==> src/hw/cpu_settings.svh <==
`ifndef CPU_SETTINGS_SVH
`define CPU_SETTINGS_SVH

// instruction queue entries, also the source's starting credits
`define INSTR_FIFO_DEPTH 4

// commit records the sink can hold
`define COMMIT_CREDITS 2

`define REG_NUM 16
`define DATA_WIDTH 32

`endif

==> src/hw/cpu_pkg.sv <==
`default_nettype none

`include "cpu_settings.svh"

package cpu_pkg;

	typedef logic [3:0] reg_addr_t;

	typedef enum logic [2:0] {
		OP_ADD  = 3'd0,
		OP_SUB  = 3'd1,
		OP_AND  = 3'd2,
		OP_OR   = 3'd3,
		OP_XOR  = 3'd4,
		OP_SLT  = 3'd5,
		OP_ADDI = 3'd6,
		OP_LUI  = 3'd7
	} opcode_t;

	// 32-bit instruction word
	typedef struct packed {
		opcode_t          opcode;
		reg_addr_t        rd;
		reg_addr_t        rs;
		reg_addr_t        rt;
		logic             unused;
		logic [15:0]      imm;
	} instr_t;

	typedef struct packed {
		logic                   valid;
		opcode_t                opcode;
		reg_addr_t              rd;
		logic [`DATA_WIDTH-1:0] op_a;
		logic [`DATA_WIDTH-1:0] op_b;
		logic [15:0]            imm;
	} pipeline_decode_t;

	// execute result and commit record
	typedef struct packed {
		logic                   valid;
		reg_addr_t              rd;
		logic [`DATA_WIDTH-1:0] wdata;
	} pipeline_commit_t;

endpackage

`default_nettype wire

==> src/hw/instr_fetch.sv <==
`timescale 1ns/1ps
`default_nettype none

`include "cpu_settings.svh"

module instr_fetch import cpu_pkg::*; (
	input  wire logic   clk,
	input  wire logic   rst_n,
	input  wire logic   instr_valid,
	input  wire instr_t instr,
	output logic        instr_credit,
	input  wire logic   fetch_ack,
	output logic        fetch_valid,
	output instr_t      fetch_instr
);

	localparam int DEPTH = `INSTR_FIFO_DEPTH;
	localparam int PW = (DEPTH > 1) ? $clog2(DEPTH) : 1;
	localparam int CW = $clog2(DEPTH + 1);

	instr_t        mem [DEPTH];
	logic [PW-1:0] wr_ptr;
	logic [PW-1:0] rd_ptr;
	logic [CW-1:0] count;

	assign fetch_valid = (count != '0);
	assign fetch_instr = mem[rd_ptr];

	// payload only, no reset
	always_ff @(posedge clk) begin
		if (instr_valid) begin
			mem[wr_ptr] <= instr;
		end
	end

	always_ff @(posedge clk or negedge rst_n) begin
		if (!rst_n) begin
			wr_ptr       <= '0;
			rd_ptr       <= '0;
			count        <= '0;
			instr_credit <= 1'b0;
		end else begin
			if (instr_valid) begin
				wr_ptr <= (wr_ptr == PW'(DEPTH - 1)) ? '0 : wr_ptr + 1'b1;
			end
			if (fetch_ack) begin
				rd_ptr <= (rd_ptr == PW'(DEPTH - 1)) ? '0 : rd_ptr + 1'b1;
			end
			count        <= count + CW'(instr_valid) - CW'(fetch_ack);
			// one credit back per dequeued word
			instr_credit <= fetch_ack;
		end
	end

	// source must hold a credit for every word it sends
	a_no_overflow: assert property (@(posedge clk) disable iff (!rst_n)
		instr_valid |-> (count != CW'(DEPTH)))
		else $error("instr_fetch: word pushed into full queue");

	a_no_underflow: assert property (@(posedge clk) disable iff (!rst_n)
		fetch_ack |-> fetch_valid)
		else $error("instr_fetch: pop from empty queue");

endmodule

`default_nettype wire

==> src/hw/regfile.sv <==
`timescale 1ns/1ps
`default_nettype none

`include "cpu_settings.svh"

module regfile import cpu_pkg::*; #(
	parameter int DATA_WIDTH = `DATA_WIDTH,
	parameter int REG_NUM    = `REG_NUM
) (
	input  wire logic                        clk,
	input  wire logic                        rst_n,
	input  wire logic                        we,
	input  wire reg_addr_t                   waddr,
	input  wire logic [DATA_WIDTH-1:0]       wdata,
	input  wire reg_addr_t [1:0]             raddr,
	output logic      [1:0][DATA_WIDTH-1:0]  rdata
);

	logic [REG_NUM-1:0][DATA_WIDTH-1:0] regs;

	// r0 is never written so it stays zero
	always_ff @(posedge clk or negedge rst_n) begin
		if (!rst_n) begin
			regs <= '0;
		end else if (we && waddr != '0) begin
			regs[waddr] <= wdata;
		end
	end

	always_comb begin
		for (int i = 0; i < 2; i++) begin
			rdata[i] = regs[raddr[i]];
		end
	end

endmodule

`default_nettype wire

==> src/hw/decode_issue.sv <==
`timescale 1ns/1ps
`default_nettype none

`include "cpu_settings.svh"

module decode_issue import cpu_pkg::*; (
	input  wire logic                          clk,
	input  wire logic                          rst_n,
	input  wire logic                          fetch_valid,
	input  wire instr_t                        fetch_instr,
	output logic                               fetch_ack,
	input  wire logic                          stall,
	output reg_addr_t [1:0]                    reg_raddr,
	input  wire logic [1:0][`DATA_WIDTH-1:0]   reg_rdata,
	input  wire pipeline_commit_t              exec_result,
	input  wire pipeline_commit_t              commit_fwd,
	output pipeline_decode_t                   pipeline_decode
);

	pipeline_decode_t decoded;
	logic [`DATA_WIDTH-1:0] src_a;
	logic [`DATA_WIDTH-1:0] src_b;
	logic [`DATA_WIDTH-1:0] imm_sext;

	// newest producer wins, r0 never forwarded
	function automatic logic [`DATA_WIDTH-1:0] forward(
		input reg_addr_t              addr,
		input logic [`DATA_WIDTH-1:0] rf_val,
		input pipeline_commit_t       ex,
		input pipeline_commit_t       cm
	);
		if (addr == '0) begin
			return rf_val;
		end else if (ex.valid && ex.rd == addr) begin
			return ex.wdata;
		end else if (cm.valid && cm.rd == addr) begin
			return cm.wdata;
		end
		return rf_val;
	endfunction

	assign reg_raddr[0] = fetch_instr.rs;
	assign reg_raddr[1] = fetch_instr.rt;

	assign src_a    = forward(fetch_instr.rs, reg_rdata[0], exec_result, commit_fwd);
	assign src_b    = forward(fetch_instr.rt, reg_rdata[1], exec_result, commit_fwd);
	assign imm_sext = {{(`DATA_WIDTH - 16){fetch_instr.imm[15]}}, fetch_instr.imm};

	assign fetch_ack = fetch_valid && !stall;

	always_comb begin
		decoded = '0;
		if (fetch_valid) begin
			decoded.valid  = 1'b1;
			decoded.opcode = fetch_instr.opcode;
			decoded.rd     = fetch_instr.rd;
			decoded.op_a   = src_a;
			decoded.imm    = fetch_instr.imm;
			if (fetch_instr.opcode inside {OP_ADDI, OP_LUI}) begin
				decoded.op_b = imm_sext;
			end else begin
				decoded.op_b = src_b;
			end
		end
	end

	// bubble when the queue is empty
	always_ff @(posedge clk or negedge rst_n) begin
		if (!rst_n) begin
			pipeline_decode <= '0;
		end else if (!stall) begin
			pipeline_decode <= decoded;
		end
	end

endmodule

`default_nettype wire

==> src/hw/instr_exec.sv <==
`timescale 1ns/1ps
`default_nettype none

`include "cpu_settings.svh"

module instr_exec import cpu_pkg::*; (
	input  wire pipeline_decode_t pipeline_decode,
	output pipeline_commit_t      exec_result
);

	logic [`DATA_WIDTH-1:0] a;
	logic [`DATA_WIDTH-1:0] b;
	logic [`DATA_WIDTH-1:0] alu_out;

	assign a = pipeline_decode.op_a;
	assign b = pipeline_decode.op_b;

	always_comb begin
		alu_out = '0;
		case (pipeline_decode.opcode)
			OP_ADD: begin
				alu_out = a + b;
			end
			OP_SUB: begin
				alu_out = a - b;
			end
			OP_AND: begin
				alu_out = a & b;
			end
			OP_OR: begin
				alu_out = a | b;
			end
			OP_XOR: begin
				alu_out = a ^ b;
			end
			OP_SLT: begin
				alu_out = ($signed(a) < $signed(b)) ? `DATA_WIDTH'(1) : '0;
			end
			// b already holds the sign-extended immediate
			OP_ADDI: begin
				alu_out = a + b;
			end
			OP_LUI: begin
				alu_out = {pipeline_decode.imm, {(`DATA_WIDTH - 16){1'b0}}};
			end
			default: begin
				alu_out = '0;
			end
		endcase
	end

	always_comb begin
		exec_result.valid = pipeline_decode.valid;
		exec_result.rd    = pipeline_decode.rd;
		exec_result.wdata = alu_out;
	end

endmodule

`default_nettype wire

==> src/hw/commit_port.sv <==
`timescale 1ns/1ps
`default_nettype none

`include "cpu_settings.svh"

module commit_port import cpu_pkg::*; (
	input  wire logic             clk,
	input  wire logic             rst_n,
	input  wire pipeline_commit_t exec_result,
	output logic                  stall,
	output logic                  commit_valid,
	output pipeline_commit_t      commit,
	input  wire logic             commit_credit,
	output logic                  reg_we,
	output reg_addr_t             reg_waddr,
	output logic [`DATA_WIDTH-1:0] reg_wdata
);

	localparam int CW = $clog2(`COMMIT_CREDITS + 1);

	pipeline_commit_t commit_q;
	logic [CW-1:0]    credits;

	// record waits here until the sink has room
	assign commit_valid = commit_q.valid && (credits != '0);
	assign stall        = commit_q.valid && (credits == '0);
	assign commit       = commit_q;

	assign reg_we    = commit_valid;
	assign reg_waddr = commit_q.rd;
	assign reg_wdata = commit_q.wdata;

	always_ff @(posedge clk or negedge rst_n) begin
		if (!rst_n) begin
			commit_q <= '0;
			credits  <= CW'(`COMMIT_CREDITS);
		end else begin
			if (!stall) begin
				commit_q <= exec_result;
			end
			credits <= credits + CW'(commit_credit) - CW'(commit_valid);
		end
	end

	// sink never returns more than it was given
	a_credit_bound: assert property (@(posedge clk) disable iff (!rst_n)
		credits <= CW'(`COMMIT_CREDITS))
		else $error("commit_port: credit counter above %0d", `COMMIT_CREDITS);

endmodule

`default_nettype wire

==> src/hw/cpu_core.sv <==
`timescale 1ns/1ps
`default_nettype none

`include "cpu_settings.svh"

module cpu_core import cpu_pkg::*; (
	input  wire logic             clk,
	input  wire logic             rst_n,
	input  wire logic             instr_valid,
	input  wire instr_t           instr,
	output logic                  instr_credit,
	output logic                  commit_valid,
	output pipeline_commit_t      commit,
	input  wire logic             commit_credit
);

	logic   stall;
	logic   fetch_ack;
	logic   fetch_valid;
	instr_t fetch_instr;

	// register file ports
	logic                          reg_we;
	reg_addr_t                     reg_waddr;
	logic [`DATA_WIDTH-1:0]        reg_wdata;
	reg_addr_t [1:0]               reg_raddr;
	logic      [1:0][`DATA_WIDTH-1:0] reg_rdata;

	pipeline_decode_t pipeline_decode;
	pipeline_commit_t exec_result;

	instr_fetch instr_fetch_inst (
		.clk,
		.rst_n,
		.instr_valid,
		.instr,
		.instr_credit,
		.fetch_ack,
		.fetch_valid,
		.fetch_instr
	);

	regfile #(
		.DATA_WIDTH ( `DATA_WIDTH ),
		.REG_NUM    ( `REG_NUM    )
	) regfile_inst (
		.clk,
		.rst_n,
		.we    ( reg_we    ),
		.waddr ( reg_waddr ),
		.wdata ( reg_wdata ),
		.raddr ( reg_raddr ),
		.rdata ( reg_rdata )
	);

	decode_issue decode_issue_inst (
		.clk,
		.rst_n,
		.fetch_valid,
		.fetch_instr,
		.fetch_ack,
		.stall,
		.reg_raddr,
		.reg_rdata,
		.exec_result,
		.commit_fwd ( commit ),
		.pipeline_decode
	);

	instr_exec instr_exec_inst (
		.pipeline_decode,
		.exec_result
	);

	commit_port commit_port_inst (
		.clk,
		.rst_n,
		.exec_result,
		.stall,
		.commit_valid,
		.commit,
		.commit_credit,
		.reg_we,
		.reg_waddr,
		.reg_wdata
	);

endmodule

`default_nettype wire

==> config.mk <==
export PLATFORM = sky130hd
export DESIGN_NAME = cpu_core
export DESIGN_NICKNAME = d
export VERILOG_FILES = /design/src/hw/cpu_pkg.sv /design/src/hw/instr_fetch.sv /design/src/hw/regfile.sv /design/src/hw/decode_issue.sv /design/src/hw/instr_exec.sv /design/src/hw/commit_port.sv /design/src/hw/cpu_core.sv
export VERILOG_INCLUDE_DIRS = /design/src /design/src/hw
export SDC_FILE = /design/constraint.sdc
export NUM_CORES = 2
export LEC_CHECK = 0
export BUFFER_PORTS_ARGS = -buffer_cell sky130_fd_sc_hd__buf_2
export CAP_MARGIN = 15
export CORE_ASPECT_RATIO = 1.75
export CORE_MARGIN = 10
export CORE_UTILIZATION = 60
export CTS_CLUSTER_SIZE = 24
export DETAILED_ROUTE_END_ITERATION = 7
export PLACE_DENSITY = 0.79
export SYNTH_ARGS = -nofsm -noshare
export SYNTH_HDL_FRONTEND = slang
export SYNTH_HIERARCHICAL = 1
export SYNTH_SLANG_ARGS = --single-unit
==> constraint.sdc <==
create_clock -name clk -period 4.7 [get_ports clk]
set_clock_uncertainty 0.05 [all_clocks]
set_input_delay 1.175 -clock clk [delete_from_list [all_inputs] [get_ports clk]]
set_output_delay 1.175 -clock clk [all_outputs]
set_load 0.01 [all_outputs]
=== Yosys cells after proc, flatten, opt, wreduce, memory -nomap -nowiden ===
Memory sizes are Yosys's and may differ from the RTL's.
Index checks and enable logic that the tools add are counted.

* Register bits: 647
* Latch bits: 0
* Memory bits (writable): 128
* Memory bits (read-only): 0
* Input bits: 36
* Output and inout bits: 39
* Word-level logic and storage cells: 110
* Memories: 1

{| class="wikitable"
|+ Memories
! name !! words !! width !! rd ports !! clocked after Yosys merged registers in !! wr ports !! line !! text
|-
| instr_fetch_inst.mem || 4 || 32 || 1 || 0 || 1 || instr_fetch.sv:21 || <nowiki>instr_t mem [DEPTH];</nowiki>
|}

* Add/subtract/negate cells: 8
* $mul: 0
* Divide/modulo/power cells: 0
* Order comparisons: 5
* Equal/unequal tests: 15
* Shifts and indexed selects: 0
* Multiplexer cells: 29
* Bitwise gates (word level): 3
* Reduce and logical (&&, ||, !) cells: 19

{| class="wikitable"
|+ Operators by type and width
! operator !! count
|-
| bitwise mux 512 bit || 1
|-
| 2-to-1 mux 32 bit || 12
|-
| binary-select mux 32 bit (select 4 bit) || 2
|-
| case mux 32 bit (7 select lines) || 1
|-
| demux 32 bit (select 4 bit) || 1
|-
| 2-to-1 mux 88 bit || 1
|-
| adder 32 bit || 1
|-
| bitwise AND 32 bit || 1
|-
| less-than comparator 32 bit || 1
|-
| bitwise OR 32 bit || 1
|-
| subtractor 32 bit || 1
|-
| XOR 32 bit || 1
|-
| equality test 3 bit (second input constant) || 6
|-
| equality test 4 bit || 4
|-
| less-than comparator 4 x 5 -> 1 bit (second input constant) || 3
|-
| logical AND 1 bit || 9
|-
| 2-to-1 mux 1 bit || 9
|-
| zero test 4 bit || 2
|-
| equality test 3 x 2 -> 1 bit (second input constant) || 2
|-
| adder 2 x 1 -> 2 bit (second input constant) || 2
|-
| equality test 2 bit (second input constant) || 2
|-
| >= comparator 4 x 1 -> 1 bit (second input constant) || 1
|-
| 2-to-1 mux 2 bit || 2
|-
| nonzero test 2 bit || 2
|-
| other kinds (11) || 11
|}

=== Longest topological paths before layout ===
An unclocked memory read counts as a cell.

* Depth in word-level cells: 9
* Depth in mapped cells: 16
* Gate-level depth less buffers: 16

=== Cells and area by module ===
Netlist, hierarchy kept.

{| class="wikitable"
|+ By module, submodules not included
! module !! instances !! cells an instance !! area an instance (µm²) !! seq. area each (µm²)
|-
| regfile || 1 || 1670 || 26270.2 || 12812.3
|-
| instr_exec || 1 || 893 || 5773.0 || 0.0
|-
| decode_issue || 1 || 608 || 5248.8 || 2202.1
|-
| instr_fetch || 1 || 204 || 5097.4 || 4043.9
|-
| commit_port || 1 || 125 || 1771.7 || 977.2
|}

=== Least setup slack after synthesis ===
OpenSTA, ideal clock, no wires.

* Path kind: register to register
* Start point: reg, netlist name decode_issue_inst/pipeline_decode[49]
* End point: reg, netlist name decode_issue_inst/pipeline_decode[67]
* Library setup time: 127 ps
* Arrival: 3010 ps
* Required time: 4523 ps
* Setup slack: 1513 ps
* Stages on the path, launching flop included: 15
* Path buffers: 0
* Period minus slack after synthesis: 3187 ps
* Path through: dfrtp_1 inv_1 ha_1 nor2_1 o311ai_2 a31oi_2 o2111a_2 o21a_4 a221oi_2 xnor2_2 o22ai_1 o32a_1 a31o_2 o21ai_0 o21ai_0

==> flow_metrics.tcl <==
set metrics [dict create \
    setup_viol 0 \
    slew_violations 0 \
    fillers 5218 \
    wl_met1_mm 44.0 \
    post_cts.repair.setup_buffers 0 \
    period_share 0.875 \
    syn_inst 3495 \
    ir_worst_vdd_mv 0.733 \
    wl_per_cell_microns 28.9 \
    portBuffers 73 \
    tightest_slew_ns 1.19 \
    wirelength_mm 126 \
    ant_nets 0 \
    grt_pass1_vias 31554 \
    outcome "finished, final reports clean" \
    vias_per_cell 7.11 \
    routabilityCongestion 1.04 \
    met3WireLength_mm 9.67 \
    vias 30867 \
    drt-initial-drc-count 3328 \
    post-place-ws_ns 0.689 \
    power_density_nw_per_um2 857 \
    critPathCaptureType "register" \
    arrival_ns 4.59 \
    ctsHoldBuffers 0 \
    timing.final.crit_period_ns 4.11 \
    hold_viol 0 \
    hpwl_mm 81.6 \
    hp-class "reg2reg" \
    fp.coreArea_sq_um 72800 \
    clock_path_buffers 3 \
    critPathRequiredTime_ns 5.17 \
    syn_area_sq_um 44000 \
    row_count 131 \
    syn-mean-instance-area_sq_um 12.6 \
    cts_buffers 70 \
    die_x_microns 225 \
    cts_tree "yes" \
    nNetsFinal 3500 \
    layout-drive-gt1-share 0.345 \
    grt_pass1_wl_mm 190 \
    syn2layout_area_growth_pct 7.19 \
    place_area_sq_um 44800 \
    root_buffer "clkbuf_16" \
    die_area_sq_um 85000 \
    drc_errors 0 \
    initial_utilization 0.605 \
    synth-warning-count 6 \
    wl_met2_mm 63.1 \
    setup_ws_ns 0.589 \
    rsz0062_at_grt "no" \
    startpoint_type "register" \
    cp_max_fo 9 \
    fmax_ghz 0.243 \
    final.setup.tns_ns 0 \
    cts_resized 0 \
    syn_nets 3642 \
    ios 75 \
    maxSlewHeadroom 0.209 \
    p_leak_uw 0.0200 \
    max-cap-violations 0 \
    antenna_found_initial 3 \
    topRoutingLayerUsed "met4" \
    dr.pass1.iters 7 \
    grt.total_usage 0.295 \
    total_power_uw 40500 \
    path_clk_slew_ns 0.07 \
    grt_max_degree 129 \
    grt_overflow 0 \
    finalInstanceArea_sq_um 47200 \
    clkSinkCount 771 \
    insertion_delay_ns 0.66 \
    h-tree-depth 3 \
    die_y_microns 378 \
    criticalPathCategory "reg2reg" \
]
[registers in the layout, summed over array words and instances, names as in the netlist]
register,cells
regfile_inst/regs,512
instr_fetch_inst/mem,124
decode_issue_inst/pipeline_decode,88
commit_port_inst/reg_wdata,32
commit_port_inst/reg_waddr,4
instr_fetch_inst/count,3
commit_port_inst/credits,2
instr_fetch_inst/rd_ptr,2
instr_fetch_inst/wr_ptr,2
commit_port_inst/commit,1
instr_fetch_inst/instr_credit,1
[through the flow]
| stage | instances | util | hold slack [ns] |
|---|---|---|---|
| 2_1_floorplan | 3495 | - | 0.389 |
| 3_3_place_gp | 4211 | 0.615 | 0.326 |
| 3_5_place_dp | 4211 | 0.615 | 0.333 |
| 4_1_cts | 4338 | 0.648 | 0.347 |
| 5_1_grt | 4342 | 0.648 | 0.361 |
| 6_report | 4344 | 0.648 | 0.344 |
[report_power, final]
part	internal [uW]	switching [uW]	leakage, uW	total (uW)
registers	9380	2440	0.00945	11800
logic	9980	12700	0.00937	22700
clock network	3280	2650	0.00116	5920
total	22600	17800	0.0200	40500
[worst paths after layout]
check,from,endpoint,slack (ns),depth (start not counted)
worst max register to register,decode_issue_inst/pipeline_decode[51],decode_issue_inst/pipeline_decode[75],0.59,14
worst min register to register,regfile_inst/regs[20],regfile_inst/regs[20],0.34,0
worst max-delay path,decode_issue_inst/pipeline_decode[51],decode_issue_inst/pipeline_decode[75],0.59,14
worst min-delay path,regfile_inst/regs[20],regfile_inst/regs[20],0.34,0
max in group asynchronous,rst_n,regfile_inst/regs[190],2.93,2
min in group asynchronous,rst_n,regfile_inst/regs[46],0.55,1
[metal layers]
layer,GRT usage,vias to the layer above
li1,-,12899
met1,0.341,15927
met2,0.502,1592
met3,0.0482,449
met4,0.194,0
met5,0,-
[layout by cell type, fill, tap and decap left out, types with 12 or more instances in the layout]
cell,instances
nor2_1,108
nand3_1,34
clkbuf_16,71
nand2b_1,14
ha_1,108
buf_4,77
edfxtp_1,124
a22o_1,13
nor2b_1,12
buf_12,19
clkbuf_8,15
dfrtp_1,643
nand2_1,224
a32oi_1,34
o21bai_1,12
o221a_2,16
or3_1,21
a21oi_1,139
buf_2,72
a222oi_1,17
o22ai_1,13
and2_1,12
xnor2_1,19
o211ai_1,15
mux4_2,279
a31o_2,33
a31oi_1,12
inv_1,135
a22oi_1,138
a32o_1,16
mux2_1,29
o21ai_0,137
a21o_1,17
mux2_2,491
nor3_1,22
[area by class of cell]
cell class / instances / area (sq um) / share of cell area
diodes: 5 / 12.5 / 0.000265
clock buffers: 95 / 2020 / 0.0427
clock inverters: 32 / 348 / 0.00737
inverters: 137 / 514 / 0.0109
multi-input cells: 2203 / 21800 / 0.463
flip-flops and latches: 771 / 19900 / 0.422
well taps: 931 / 1160 / 0.0247
repair buffers: 170 / 1360 / 0.0289
[critical path: stages, from the launching register on]
cell      delay [ns]
dfrtp_1         0.43
inv_1           0.07
ha_1            0.43
and2_1          0.21
nand3_1         0.15
a21oi_1         0.36
o211ai_2        0.19
a21oi_1         0.53
a311oi_2        0.25
o2111a_1        0.28
a311oi_1        0.24
o211ai_1        0.27
a31o_2          0.26
o21ai_0         0.17
o21ai_0         0.10
No activity file was read; power rests on OpenSTA's default activity.
